<file path="config.mk">
export PLATFORM = sky130hd
export DESIGN_NAME = mbxTop
export DESIGN_NICKNAME = d
export VERILOG_FILES = /design/src/verilog/mbxPkg.sv /design/src/verilog/mbxDecode.sv /design/src/verilog/mbxExecute.sv /design/src/verilog/mbxResult.sv /design/src/verilog/mbxTop.sv
export VERILOG_INCLUDE_DIRS = /design/src /design/src/verilog
export SDC_FILE = /design/constraint.sdc
export NUM_CORES = 1
export LEC_CHECK = 0
export ABC_AREA = 1
export BUFFER_PORTS_ARGS = -buffer_cell sky130_fd_sc_hd__buf_4
export CAP_MARGIN = 20
export CORE_MARGIN = 2
export CORE_UTILIZATION = 56
export DETAILED_ROUTE_END_ITERATION = 6
export PLACE_DENSITY_LB_ADDON = 0.08
export SLEW_MARGIN = 40
export SYNTH_ARGS = -nofsm -noshare
export SYNTH_HDL_FRONTEND = slang
export SYNTH_SLANG_ARGS = --single-unit
</file>
<file path="constraint.sdc">
create_clock -name clk -period 3.2 [get_ports clk]
set_clock_uncertainty 0.2 [all_clocks]
set_input_delay 0.16 -clock clk [delete_from_list [all_inputs] [get_ports clk]]
set_output_delay 0.16 -clock clk [all_outputs]
set_load 0.05 [all_outputs]
</file>
<file path="src/verilog/mbxCtl_settings.svh">
`ifndef MBXCTL_SETTINGS_SVH
`define MBXCTL_SETTINGS_SVH

////////////////////////////////////////////////////////////////////////////
// Memory buffer geometry
////////////////////////////////////////////////////////////////////////////

// Words held in the memory buffer
`define MBX_WORDS 4

// Bits needed to name one buffer word
`define MBX_WORD_ADR_W 2

// Served-word count, wide enough to hold MBX_WORDS itself
`define MBX_COUNT_W 3

`endif

</file>
<file path="src/verilog/mbxPkg.sv">
`include "mbxCtl_settings.svh"

package mbxPkg;

  // Bit i stands for buffer word i
  typedef logic [`MBX_WORDS-1:0] wordMask;

  typedef logic [`MBX_WORD_ADR_W-1:0] wordAdr;

  // Cycle types seen by the memory buffer
  typedef enum logic [2:0] {
    coreRead    = 3'd0,
    pageRefill  = 3'd1,
    chanRead    = 3'd2,
    oneWordRead = 3'd3,
    cacheWrite  = 3'd4,
    chanWrite   = 3'd5,
    writeback   = 3'd6
  } cycleType;

  // One cycle command from the cache side
  typedef struct packed {
    cycleType kind;
    wordAdr   adr;
    wordMask  valid;
    wordMask  needed;
  } mbxCmd;

  // Decoded word requests, handed to execute
  typedef struct packed {
    wordMask mask;
    logic    isWrite;
  } mbxRequest;

  // One word request toward memory
  typedef struct packed {
    wordAdr adr;
    logic   isWrite;
  } mbxIssue;

  typedef struct packed {
    logic                    isWrite;
    wordMask                 served;
    logic [`MBX_COUNT_W-1:0] count;
  } mbxDone;

endpackage

</file>
<file path="src/verilog/mbxDecode.sv">
module mbxDecode (
  input  logic              clk,
  input  logic              reset,
  input  mbxPkg::mbxCmd     cmd,
  input  logic              cmdValid,
  input  logic              execIdle,
  output logic              cmdReady,
  output mbxPkg::mbxRequest request,
  output logic              reqValid
);

  import mbxPkg::*;

  mbxRequest decoded;
  logic      accept;
  logic      load;
  logic      reqValidNext;
  // Mirrors reqValid, but comes out of reset set
  logic      holdReq;

  ////////////////////////////////////////////////////////////////////////////
  // Word request decode
  ////////////////////////////////////////////////////////////////////////////

  always_comb begin
    decoded.isWrite = 1'b0;
    case (cmd.kind)
      coreRead, pageRefill, chanRead: begin
        // Fetch only what the cache does not already hold
        decoded.mask = cmd.needed & ~cmd.valid;
      end
      oneWordRead: begin
        decoded.mask = wordMask'(1) << cmd.adr;
      end
      cacheWrite, chanWrite, writeback: begin
        decoded.mask    = cmd.needed;
        decoded.isWrite = 1'b1;
      end
      default: begin
        decoded.mask = '0;
      end
    endcase
  end

  ////////////////////////////////////////////////////////////////////////////
  // Command handshake and request hold
  ////////////////////////////////////////////////////////////////////////////

  assign cmdReady = !holdReq && execIdle;
  assign accept   = cmdValid && cmdReady;
  assign load     = reqValid && execIdle;

  always_comb begin
    reqValidNext = reqValid;
    if (accept) begin
      reqValidNext = 1'b1;
    end else if (load) begin
      reqValidNext = 1'b0;
    end
  end

  always_ff @(posedge clk) begin
    if (reset) begin
      reqValid <= 1'b0;
      holdReq  <= 1'b1;
    end else begin
      reqValid <= reqValidNext;
      holdReq  <= reqValidNext;
    end
  end

  always_ff @(posedge clk) begin
    if (accept) begin
      request <= decoded;
    end
  end

  // A held request blocks any new command until execute has taken it
  assert property (@(posedge clk) disable iff (reset)
    reqValid |-> !accept);

endmodule

</file>
<file path="src/verilog/mbxExecute.sv">
`include "mbxCtl_settings.svh"

module mbxExecute (
  input  logic              clk,
  input  logic              reset,
  input  mbxPkg::mbxRequest request,
  input  logic              reqValid,
  input  logic              memAck,
  output logic              execIdle,
  output logic              memReq,
  output mbxPkg::mbxIssue   memIssue,
  output logic              startWrite,
  output logic              startValid,
  output mbxPkg::wordMask   served,
  output logic              servedValid,
  output logic              lastServed
);

  import mbxPkg::*;

  // Outstanding word stays in pending until memory acknowledges it
  wordMask pending;
  wordMask afterAck;
  wordMask curBit;
  wordAdr  curAdr;
  wordAdr  nextAdr;
  logic    isWrite;
  logic    load;
  logic    ackSeen;

  // Lowest numbered word wins
  function automatic wordAdr lowestWord(input wordMask m);
    lowestWord = '0;
    for (int i = `MBX_WORDS - 1; i >= 0; i--) begin
      if (m[i]) begin
        lowestWord = wordAdr'(i);
      end
    end
  endfunction

  ////////////////////////////////////////////////////////////////////////////
  // Next word selection
  ////////////////////////////////////////////////////////////////////////////

  always_comb begin
    load     = reqValid && execIdle;
    ackSeen  = memReq && memAck;
    curBit   = wordMask'(1) << curAdr;
    afterAck = ackSeen ? (pending & ~curBit) : pending;
    nextAdr  = lowestWord(afterAck);
  end

  always_ff @(posedge clk) begin
    if (reset) begin
      pending <= '0;
      memReq  <= 1'b0;
    end else begin
      if (load) begin
        pending <= request.mask;
      end else begin
        pending <= afterAck;
      end
      // Drops only once the last word is acknowledged
      memReq <= |afterAck;
    end
  end

  // Address is frozen while a request waits on memory
  always_ff @(posedge clk) begin
    if (!memReq || ackSeen) begin
      curAdr <= nextAdr;
    end
    if (load) begin
      isWrite <= request.isWrite;
    end
  end

  assign execIdle         = (pending == '0) && !memReq;
  assign memIssue.adr     = curAdr;
  assign memIssue.isWrite = isWrite;

  // Status toward result
  assign startWrite  = request.isWrite;
  assign startValid  = load;
  assign served      = curBit;
  assign servedValid = ackSeen;
  assign lastServed  = (ackSeen && afterAck == '0) || (load && request.mask == '0);

  ////////////////////////////////////////////////////////////////////////////
  // Memory handshake checks
  ////////////////////////////////////////////////////////////////////////////

  assert property (@(posedge clk) disable iff (reset)
    memAck |-> memReq);

  assert property (@(posedge clk) disable iff (reset)
    memReq && !memAck |=> memReq && $stable(memIssue));

  // New words appear in pending only through a load
  assert property (@(posedge clk) disable iff (reset)
    !load |=> (pending & ~$past(pending)) == '0);

endmodule

</file>
<file path="src/verilog/mbxResult.sv">
`include "mbxCtl_settings.svh"

module mbxResult (
  input  logic            clk,
  input  logic            reset,
  input  logic            startWrite,
  input  logic            startValid,
  input  mbxPkg::wordMask served,
  input  logic            servedValid,
  input  logic            lastServed,
  output mbxPkg::mbxDone  done,
  output logic            doneValid
);

  import mbxPkg::*;

  wordMask                 servedAcc;
  logic [`MBX_COUNT_W-1:0] countAcc;
  logic                    writeAcc;
  wordMask                 mergedMask;
  logic [`MBX_COUNT_W-1:0] mergedCount;
  logic                    mergedWrite;

  ////////////////////////////////////////////////////////////////////////////
  // Running totals, including the word acknowledged this cycle
  ////////////////////////////////////////////////////////////////////////////

  always_comb begin
    mergedMask  = servedAcc | (servedValid ? served : '0);
    mergedCount = countAcc + {{(`MBX_COUNT_W-1){1'b0}}, servedValid};
    // An empty command starts and finishes in the same cycle
    mergedWrite = startValid ? startWrite : writeAcc;
  end

  always_ff @(posedge clk) begin
    if (reset) begin
      servedAcc <= '0;
      countAcc  <= '0;
      doneValid <= 1'b0;
    end else begin
      doneValid <= lastServed;
      if (lastServed) begin
        servedAcc <= '0;
        countAcc  <= '0;
      end else begin
        servedAcc <= mergedMask;
        countAcc  <= mergedCount;
      end
    end
  end

  always_ff @(posedge clk) begin
    if (startValid) begin
      writeAcc <= startWrite;
    end
    if (lastServed) begin
      done.isWrite <= mergedWrite;
      done.served  <= mergedMask;
      done.count   <= mergedCount;
    end
  end

endmodule

</file>
<file path="src/verilog/mbxTop.sv">
module mbxTop (
  input  logic            clk,
  input  logic            reset,
  input  mbxPkg::mbxCmd   cmd,
  input  logic            cmdValid,
  input  logic            memAck,
  output logic            cmdReady,
  output logic            memReq,
  output mbxPkg::mbxIssue memIssue,
  output mbxPkg::mbxDone  done,
  output logic            doneValid
);

  import mbxPkg::*;

  mbxRequest request;
  logic      reqValid;
  logic      execIdle;
  logic      startWrite;
  logic      startValid;
  wordMask   served;
  logic      servedValid;
  logic      lastServed;

  mbxDecode i_decode (
    .clk      (clk),
    .reset    (reset),
    .cmd      (cmd),
    .cmdValid (cmdValid),
    .execIdle (execIdle),
    .cmdReady (cmdReady),
    .request  (request),
    .reqValid (reqValid)
  );

  mbxExecute i_execute (
    .clk         (clk),
    .reset       (reset),
    .request     (request),
    .reqValid    (reqValid),
    .memAck      (memAck),
    .execIdle    (execIdle),
    .memReq      (memReq),
    .memIssue    (memIssue),
    .startWrite  (startWrite),
    .startValid  (startValid),
    .served      (served),
    .servedValid (servedValid),
    .lastServed  (lastServed)
  );

  mbxResult i_result (
    .clk         (clk),
    .reset       (reset),
    .startWrite  (startWrite),
    .startValid  (startValid),
    .served      (served),
    .servedValid (servedValid),
    .lastServed  (lastServed),
    .done        (done),
    .doneValid   (doneValid)
  );

endmodule

</file>
==> impl_metrics.py, run 1 <==
metrics = {
    "detailed_routing": {
        "post_drt_wl_per_cell_um": 11.55,
        "drt_iter0_drc": 11,
        "topRoutingLayerUsed": "met4",
        "totalWireLength_um": 2368,
        "drt-pass1-iter-count": 4,
        "met1_length_um": 999,
        "drtAntennaViolNets": 0,
        "wl_met3_um": 119,
        "vias": 971,
        "drc": 0,
        "via_per_inst": 4.737,
        "dr_wl_met2_um": 1207,
    },
    "synthesis": {
        "synthSimpleGateAreaFrac": 0.2329,
        "synth_compound_area_frac": 0.09116,
        "yosysUniqueCellTypes": 27,
        "synth.avg_cell_area_um2": 10.66,
        "synth-seq-cells": 32,
        "synth_top_family_by_area": "simple AND/OR/NAND/NOR gates",
        "syn_inst": 130,
        "synth_xor_area_frac": 0.006318,
        "yosysSeqAreaShare": 0.5776,
        "yosysWarnings": 0,
        "synthAdderAreaFrac": 0.01805,
        "netlist_area_um2": 1386,
        "muxShareOfSynthArea": 0,
        "syn_nets": 149,
    },
    "sta": {
        "relSlewSlack": 0.5312,
        "period_minus_slack_ns": 1.911,
        "slew_violations": 0,
        "rsz0062_at_grt": "false",
        "fin_setup_tns_ns": 0,
        "max_freq_mhz": 523.3,
        "worst_pin_slew_ns": 0.7016,
        "finalSetupViolCount": 0,
        "fin_crit_sh": 0.5972,
        "finalWorstSetupSlack_ns": 1.289,
        "finalHoldViolations": 0,
    },
    "clock_tree": {
        "cts_buffers": 5,
        "clk_latency_ns": 0.32,
        "cts_buffer_depth": 2,
        "cts_root_buf": "clkbuf_4",
        "cts_tree": "built",
        "clock_sinks": 32,
        "htreeDepth": 2,
        "clkTransAtPathRegs_ns": 0.09,
    },
    "finish": {
        "final_common_cell": "buf_4",
        "n_antenna_cell": 0,
        "fin_util": 0.7378,
        "drive_gt1_frac": 0.3543,
        "syn_to_final_growth_pct": 28.25,
        "layout.nets": 193,
        "most-common-layout-cells": "buf_4, inv_1, dfxtp_1, edfxtp_1, nand2_1",
    },
    "pwr": {
        "swShare": 0.2900,
        "vdd_drop_max_uv": 374.0,
        "power.switching_w": 0.0002501,
        "p_int_w": 0.0006122,
        "clkPwrFrac": 0.244,
        "p_comb_frac": 0.203,
        "pwr-share-seq": 0.553,
        "p_per_area_nw_per_um2": 485.0,
        "power.leakage_nw": 0.7953,
    },
    "place": {
        "hpwl_um": 1712,
        "io_buffers": 30,
        "post-place-ws_ns": 1.308,
        "place_congestion": 0.7518,
    },
    "grt": {
        "antenna_found_initial": 0,
        "grt_pass1_wl_um": 3781,
        "grt_max_degree": 11,
        "globalRouteTotalUtil": 0.1947,
        "grt_pass1_vias": 898,
        "globalRouteOverflowTotal": 0,
    },
    "hold_path": {
        "hp-class": "in2reg",
    },
    "critical_path": {
        "startpoint_type": "flop",
        "worstSetupEndpointType": "flop",
        "critical_path_arrival_ns": 1.71,
        "crit_required_ns": 3.00,
        "critPathKind": "reg2reg",
        "crit_path_max_fanout": 8,
    },
    "flow_run": {
        "maxCapViolCount": 0,
    },
    "die": {
        "io_pins": 31,
        "die-area_um2": 2890,
        "fp-row-count": 18,
        "core_area_um2": 2410,
        "die_w_um": 53.76,
        "start_util": 0.5753,
        "fp.dieH_um": 53.76,
    },
    "run_status": {
        "status": "finished, final reports clean",
    },
}
power groups by stage:
stage	logic (W)	registers [W]	clock network, W
after global placement	0.000163	0.000486	0
after detailed placement	0.000166	0.000486	0
final	0.000175	0.000477	0.000210
after global routing	0.000191	0.000481	0.000234
after CTS	0.000176	0.000477	0.000218
after floorplan	0.0000899	0.000512	0
synth_stat cells (all sizes together):
master,number,area (um^2)
dfxtp,16,320.3
o211ai,4,30.03
and2,1,6.260
a22oi,1,7.510
nand2,22,127.6
xor2,1,8.760
or2,1,6.260
nor3b,1,7.510
inv,23,91.34
nand4,1,21.27
a21boi,1,7.510
ha,2,25.02
edfxtp,16,480.5
a21oi,7,38.79
nor3,1,5.000
buf,2,11.26
nor2,21,113.9
o21ai,7,42.54
nand3,2,35.03
flip-flops by register name, summed over array words and instances (netlist names):
| register | cells |
|---|---|
| i_decode.request | 5 |
| i_decode.reqValid | 1 |
| i_result.doneValid | 1 |
| i_decode.holdReq | 1 |
| i_execute.curAdr | 2 |
| i_execute.isWrite | 1 |
| i_result.servedAcc | 4 |
| i_execute.pending | 4 |
| i_result.countAcc | 3 |
| i_result.done | 8 |
| i_execute.memReq | 1 |
| i_result.writeAcc | 1 |
metal layers:
metal | track usage | vias up
li1 | - | 508
met2 | 0.3293 | 25
met3 | 0.07500 | 5
met4 | 0.07692 | 0
met1 | 0.2194 | 433
met5 | 0 | -
worst max-delay path, cell delays in order, from the launching register on:
cell and delay, ns:
edfxtp_1 0.46, nor2_1 0.23, nand2_2 0.09, nand2_4 0.08, nand2_4 0.06, nor2_4 0.13, nand2_4 0.08, nand2_1 0.27
metrics by stage:
stage | cell area [um^2] | std cells | total power (W) | hold WS, ns
after floorplan | 1386 | 130 | 0.0006023 | 0.09998
after global placement | 1638 | 188 | 0.0006485 | 0.1942
after detailed placement | 1638 | 188 | 0.0006522 | 0.1894
after CTS | 1778 | 205 | 0.0008706 | 0.002404
after global routing | 1778 | 205 | 0.0009054 | 0.05244
final | 1778 | 205 | 0.0008623 | 0.01600
area by class of cell:
class,count,area [um^2]
Sequential cell,32,800.8
Timing Repair Buffer,39,315.3
Multi-Input combinational cell,73,483.0
Tap cell,30,37.54
Clock inverter,1,5.005
Clock buffer,7,45.04
Fill cell,175,631.9
Inverter,23,91.34
path summary, 6_finish.rpt:
kind	slack, ns	depth (start not counted)	to	startpoint
max reg2reg	1.29	7	i_result.done[4]	i_execute.curAdr[1]
min	0.02	3	i_decode.request[4]	cmd[8]
max	1.29	7	i_result.done[4]	i_execute.curAdr[1]
min reg2reg	0.27	0	i_execute.isWrite	i_decode.request[0]
cells by family after synthesis:
kind of cell	count (synthesis)
flops	32
xor+xnor	1
buf+inv	25
compound gates	20
fa+ha+maj	2
simple gates	50
what timing repair did:
item	4_1_cts	5_1_grt
hold buffers	9	0
endpoints found under the setup margin	0	0
endpoints found under the hold margin	15	0
setup buffers	0	0
resized for setup	0	0
Note: power is estimated with default switching activity, not from simulation.
==> run 2, diff against run 1 <==
--- a/config.mk
+++ b/config.mk
@@ -10,7 +10,7 @@
 export BUFFER_PORTS_ARGS = -buffer_cell sky130_fd_sc_hd__buf_4
 export CAP_MARGIN = 20
 export CORE_MARGIN = 2
-export CORE_UTILIZATION = 56
+export CORE_UTILIZATION = 47
 export DETAILED_ROUTE_END_ITERATION = 6
 export PLACE_DENSITY_LB_ADDON = 0.08
 export SLEW_MARGIN = 40
==> constraint.sdc (replaced) <==
create_clock -name clk -period 1.72 [get_ports clk]
set_clock_uncertainty 0.2 [all_clocks]
set_input_delay 0.086 -clock clk [delete_from_list [all_inputs] [get_ports clk]]
set_output_delay 0.086 -clock clk [all_outputs]
set_load 0.05 [all_outputs]
==> run 2 against run 1 <==
Against the previous run: the flow now finishes with violations (negative hold slack); via count increased by 5.1%; final area increased by 8.2%; die area increased by 18%; clock-buffer cell count decreased by 1; first-iteration DRC count increased by 120%; sequential share of layout area decreased by 3.3 points; global-route usage decreased by 2.2 points; worst hold slack got worse by 0.068 ns; register-to-register slack got worse by 1.2 ns; combinational power increased by 110%; utilization decreased by 4.6 points; non-clock buffer count increased by 10.
==> impl_metrics.py, run 2 (synthesis gave the netlist of run 1 again) <==
metrics = {
    "critical_path": {
        "r2r_slack_ns": 0.05,
        "cpMaxStageDelayCell": "edfxtp_1",
        "cp_cell_sequence": "nor2_2 > nand2_2 > nand2_4 > nand2_4 > nor2_4 > nand2_4 > nand2_8",
        "worstSetupEndpointType": "flop",
        "critPathKind": "reg2reg",
        "crit_path_max_fanout": 8,
        "crit_top_cell": "nand2_4",
        "path_buf_inv": 0,
        "startpoint_type": "flop",
        "cp_top_family": "simple AND/OR/NAND/NOR gates",
        "critical-path-max-stage-delay_ns": 0.46,
        "critical_path_arrival_ns": 1.52,
        "crit_required_ns": 1.57,
    },
    "clock_tree": {
        "clkTransAtPathRegs_ns": 0.10,
        "cts_tree": "built",
        "clk_latency_ns": 0.33,
        "htreeDepth": 2,
        "clock_sinks": 32,
        "cts_buffers": 5,
        "cts_buffer_depth": 2,
        "cts_root_buf": "clkbuf_4",
    },
    "run_status": {
        "status": "complete, but fails checks",
        "violations": "negative hold slack",
    },
    "place": {
        "dp_cells": 193,
        "io_buffers": 30,
        "dpl_cell_area_um2": 1685,
        "place_congestion": 0.8351,
        "hpwl_um": 1813,
    },
    "flow_run": {
        "maxCapViolCount": 0,
    },
    "detailed_routing": {
        "via_per_inst": 4.727,
        "drtAntennaViolNets": 0,
        "totalWireLength_um": 2521,
        "vias": 1021,
        "drt-pass1-iter-count": 4,
        "drt_iter0_drc": 24,
        "post_drt_wl_per_cell_um": 11.67,
        "drc": 0,
    },
    "pwr": {
        "vdd_drop_max_uv": 1094,
        "p_per_area_nw_per_um2": 946.1,
        "power.leakage_nw": 0.8644,
    },
    "die": {
        "io_pins": 31,
        "fp.dieH_um": 58.31,
        "die_w_um": 58.31,
        "fp-row-count": 19,
        "die-area_um2": 3400,
        "core_area_um2": 2781,
        "start_util": 0.4984,
    },
    "finish": {
        "multi_input_area_um2": 514.2,
        "reg_top3": "i_result.done (8), i_decode.request (5)",
        "syn_to_final_growth_pct": 38.72,
        "design_area_um2": 1923,
        "layout.nets": 203,
        "fillers": 209,
        "seq_area_um2": 802.0,
        "drive_gt1_frac": 0.4216,
        "n_antenna_cell": 0,
        "final_common_cell": "buf_4",
        "largest_reg_flops": 8,
        "top_register": "i_result.done",
        "most-common-layout-cells": "buf_4, inv_1, edfxtp_1",
        "fin_util": 0.6914,
        "instances_no_fill": 216,
    },
    "sta": {
        "fin_hold_ws_ns": -0.05234,
        "worst_pin_slew_ns": 0.3466,
        "finalHoldViolations": 1,
        "finalSetupViolCount": 0,
        "fin_crit_sh": 0.9715,
        "relSlewSlack": 0.7672,
        "slew_violations": 0,
        "max_freq_mhz": 598.5,
        "period_minus_slack_ns": 1.671,
    },
    "grt": {
        "globalRouteTotalUtil": 0.1726,
        "grt_max_degree": 11,
        "antenna_found_initial": 0,
        "grt_pass1_wl_um": 4243,
        "globalRouteOverflowTotal": 0,
        "grt_pass1_vias": 971,
    },
    "hold_path": {
        "hp-class": "in2reg",
    },
}
==> run 2: stage by stage <==
stage / setup WS (ns) / total power (W) / TNS [ns]
finish: 0.04906 / 0.001819 / 0
global route: -0.02756 / 0.001907 / -0.2035
CTS: 0.02566 / 0.001807 / 0
detailed placement: 0.006348 / 0.001232 / 0
global placement: 0.06521 / 0.001226 / 0
floorplan: -0.1937 / 0.001127 / -1.952
==> run 2: routing by layer <==
| metal | track usage | part of all wire | vias up | routed length, um |
|---|---|---|---|---|
| met5 | 0 | 0 | - | 0 |
| met4 | 0.06977 | 0.016 | 0 | 41 |
| met3 | 0.06593 | 0.048 | 5 | 120 |
| met2 | 0.3018 | 0.52 | 23 | 1303 |
| met1 | 0.1868 | 0.42 | 458 | 1055 |
| li1 | - | - | 535 | - |
==> run 2: path summary, 6_finish.rpt <==
check,depth (start not counted),end,startpoint
worst max-delay path,7,i_result.done[1],i_execute.curAdr[0]
worst min-delay path,4,i_decode.request[3],cmd[6]
worst max register to register,7,i_result.done[1],i_execute.curAdr[0]
worst min register to register,0,i_execute.isWrite,i_decode.request[0]
==> run 2: cell type report <==
| cell class | count | share of cell area |
|---|---|---|
| Tap cell | 31 | 0.02017 |
| Multi-Input combinational cell | 73 | 0.2674 |
| Clock inverter | 2 | 0.01822 |
| Inverter | 23 | 0.04750 |
| Sequential cell | 32 | 0.4170 |
| Timing Repair Buffer | 49 | 0.2082 |
| Clock buffer | 6 | 0.02147 |
==> run 2: where the power goes <==
group          switching [W]  total, W  internal, W  leakage, nW
Sequential         0.0000298  0.000891     0.000861        0.289
Clock               0.000251  0.000555     0.000304       0.0422
Combinational       0.000220  0.000373     0.000153        0.533
==> run 2: what timing repair did <==
item	CTS	global route
hold buffers	13	0
endpoints found under the hold margin	15	0
setup buffers	0	4
pin swaps	0	5
endpoints found under the setup margin	8	12
resized for setup	1	6
==> run 2: worst reg2reg max path: stages (launching register included) <==
cell	delay (ns)
edfxtp_1	0.46
nor2_2	0.19
nand2_2	0.09
nand2_4	0.07
nand2_4	0.06
nor2_4	0.13
nand2_4	0.10
nand2_8	0.10
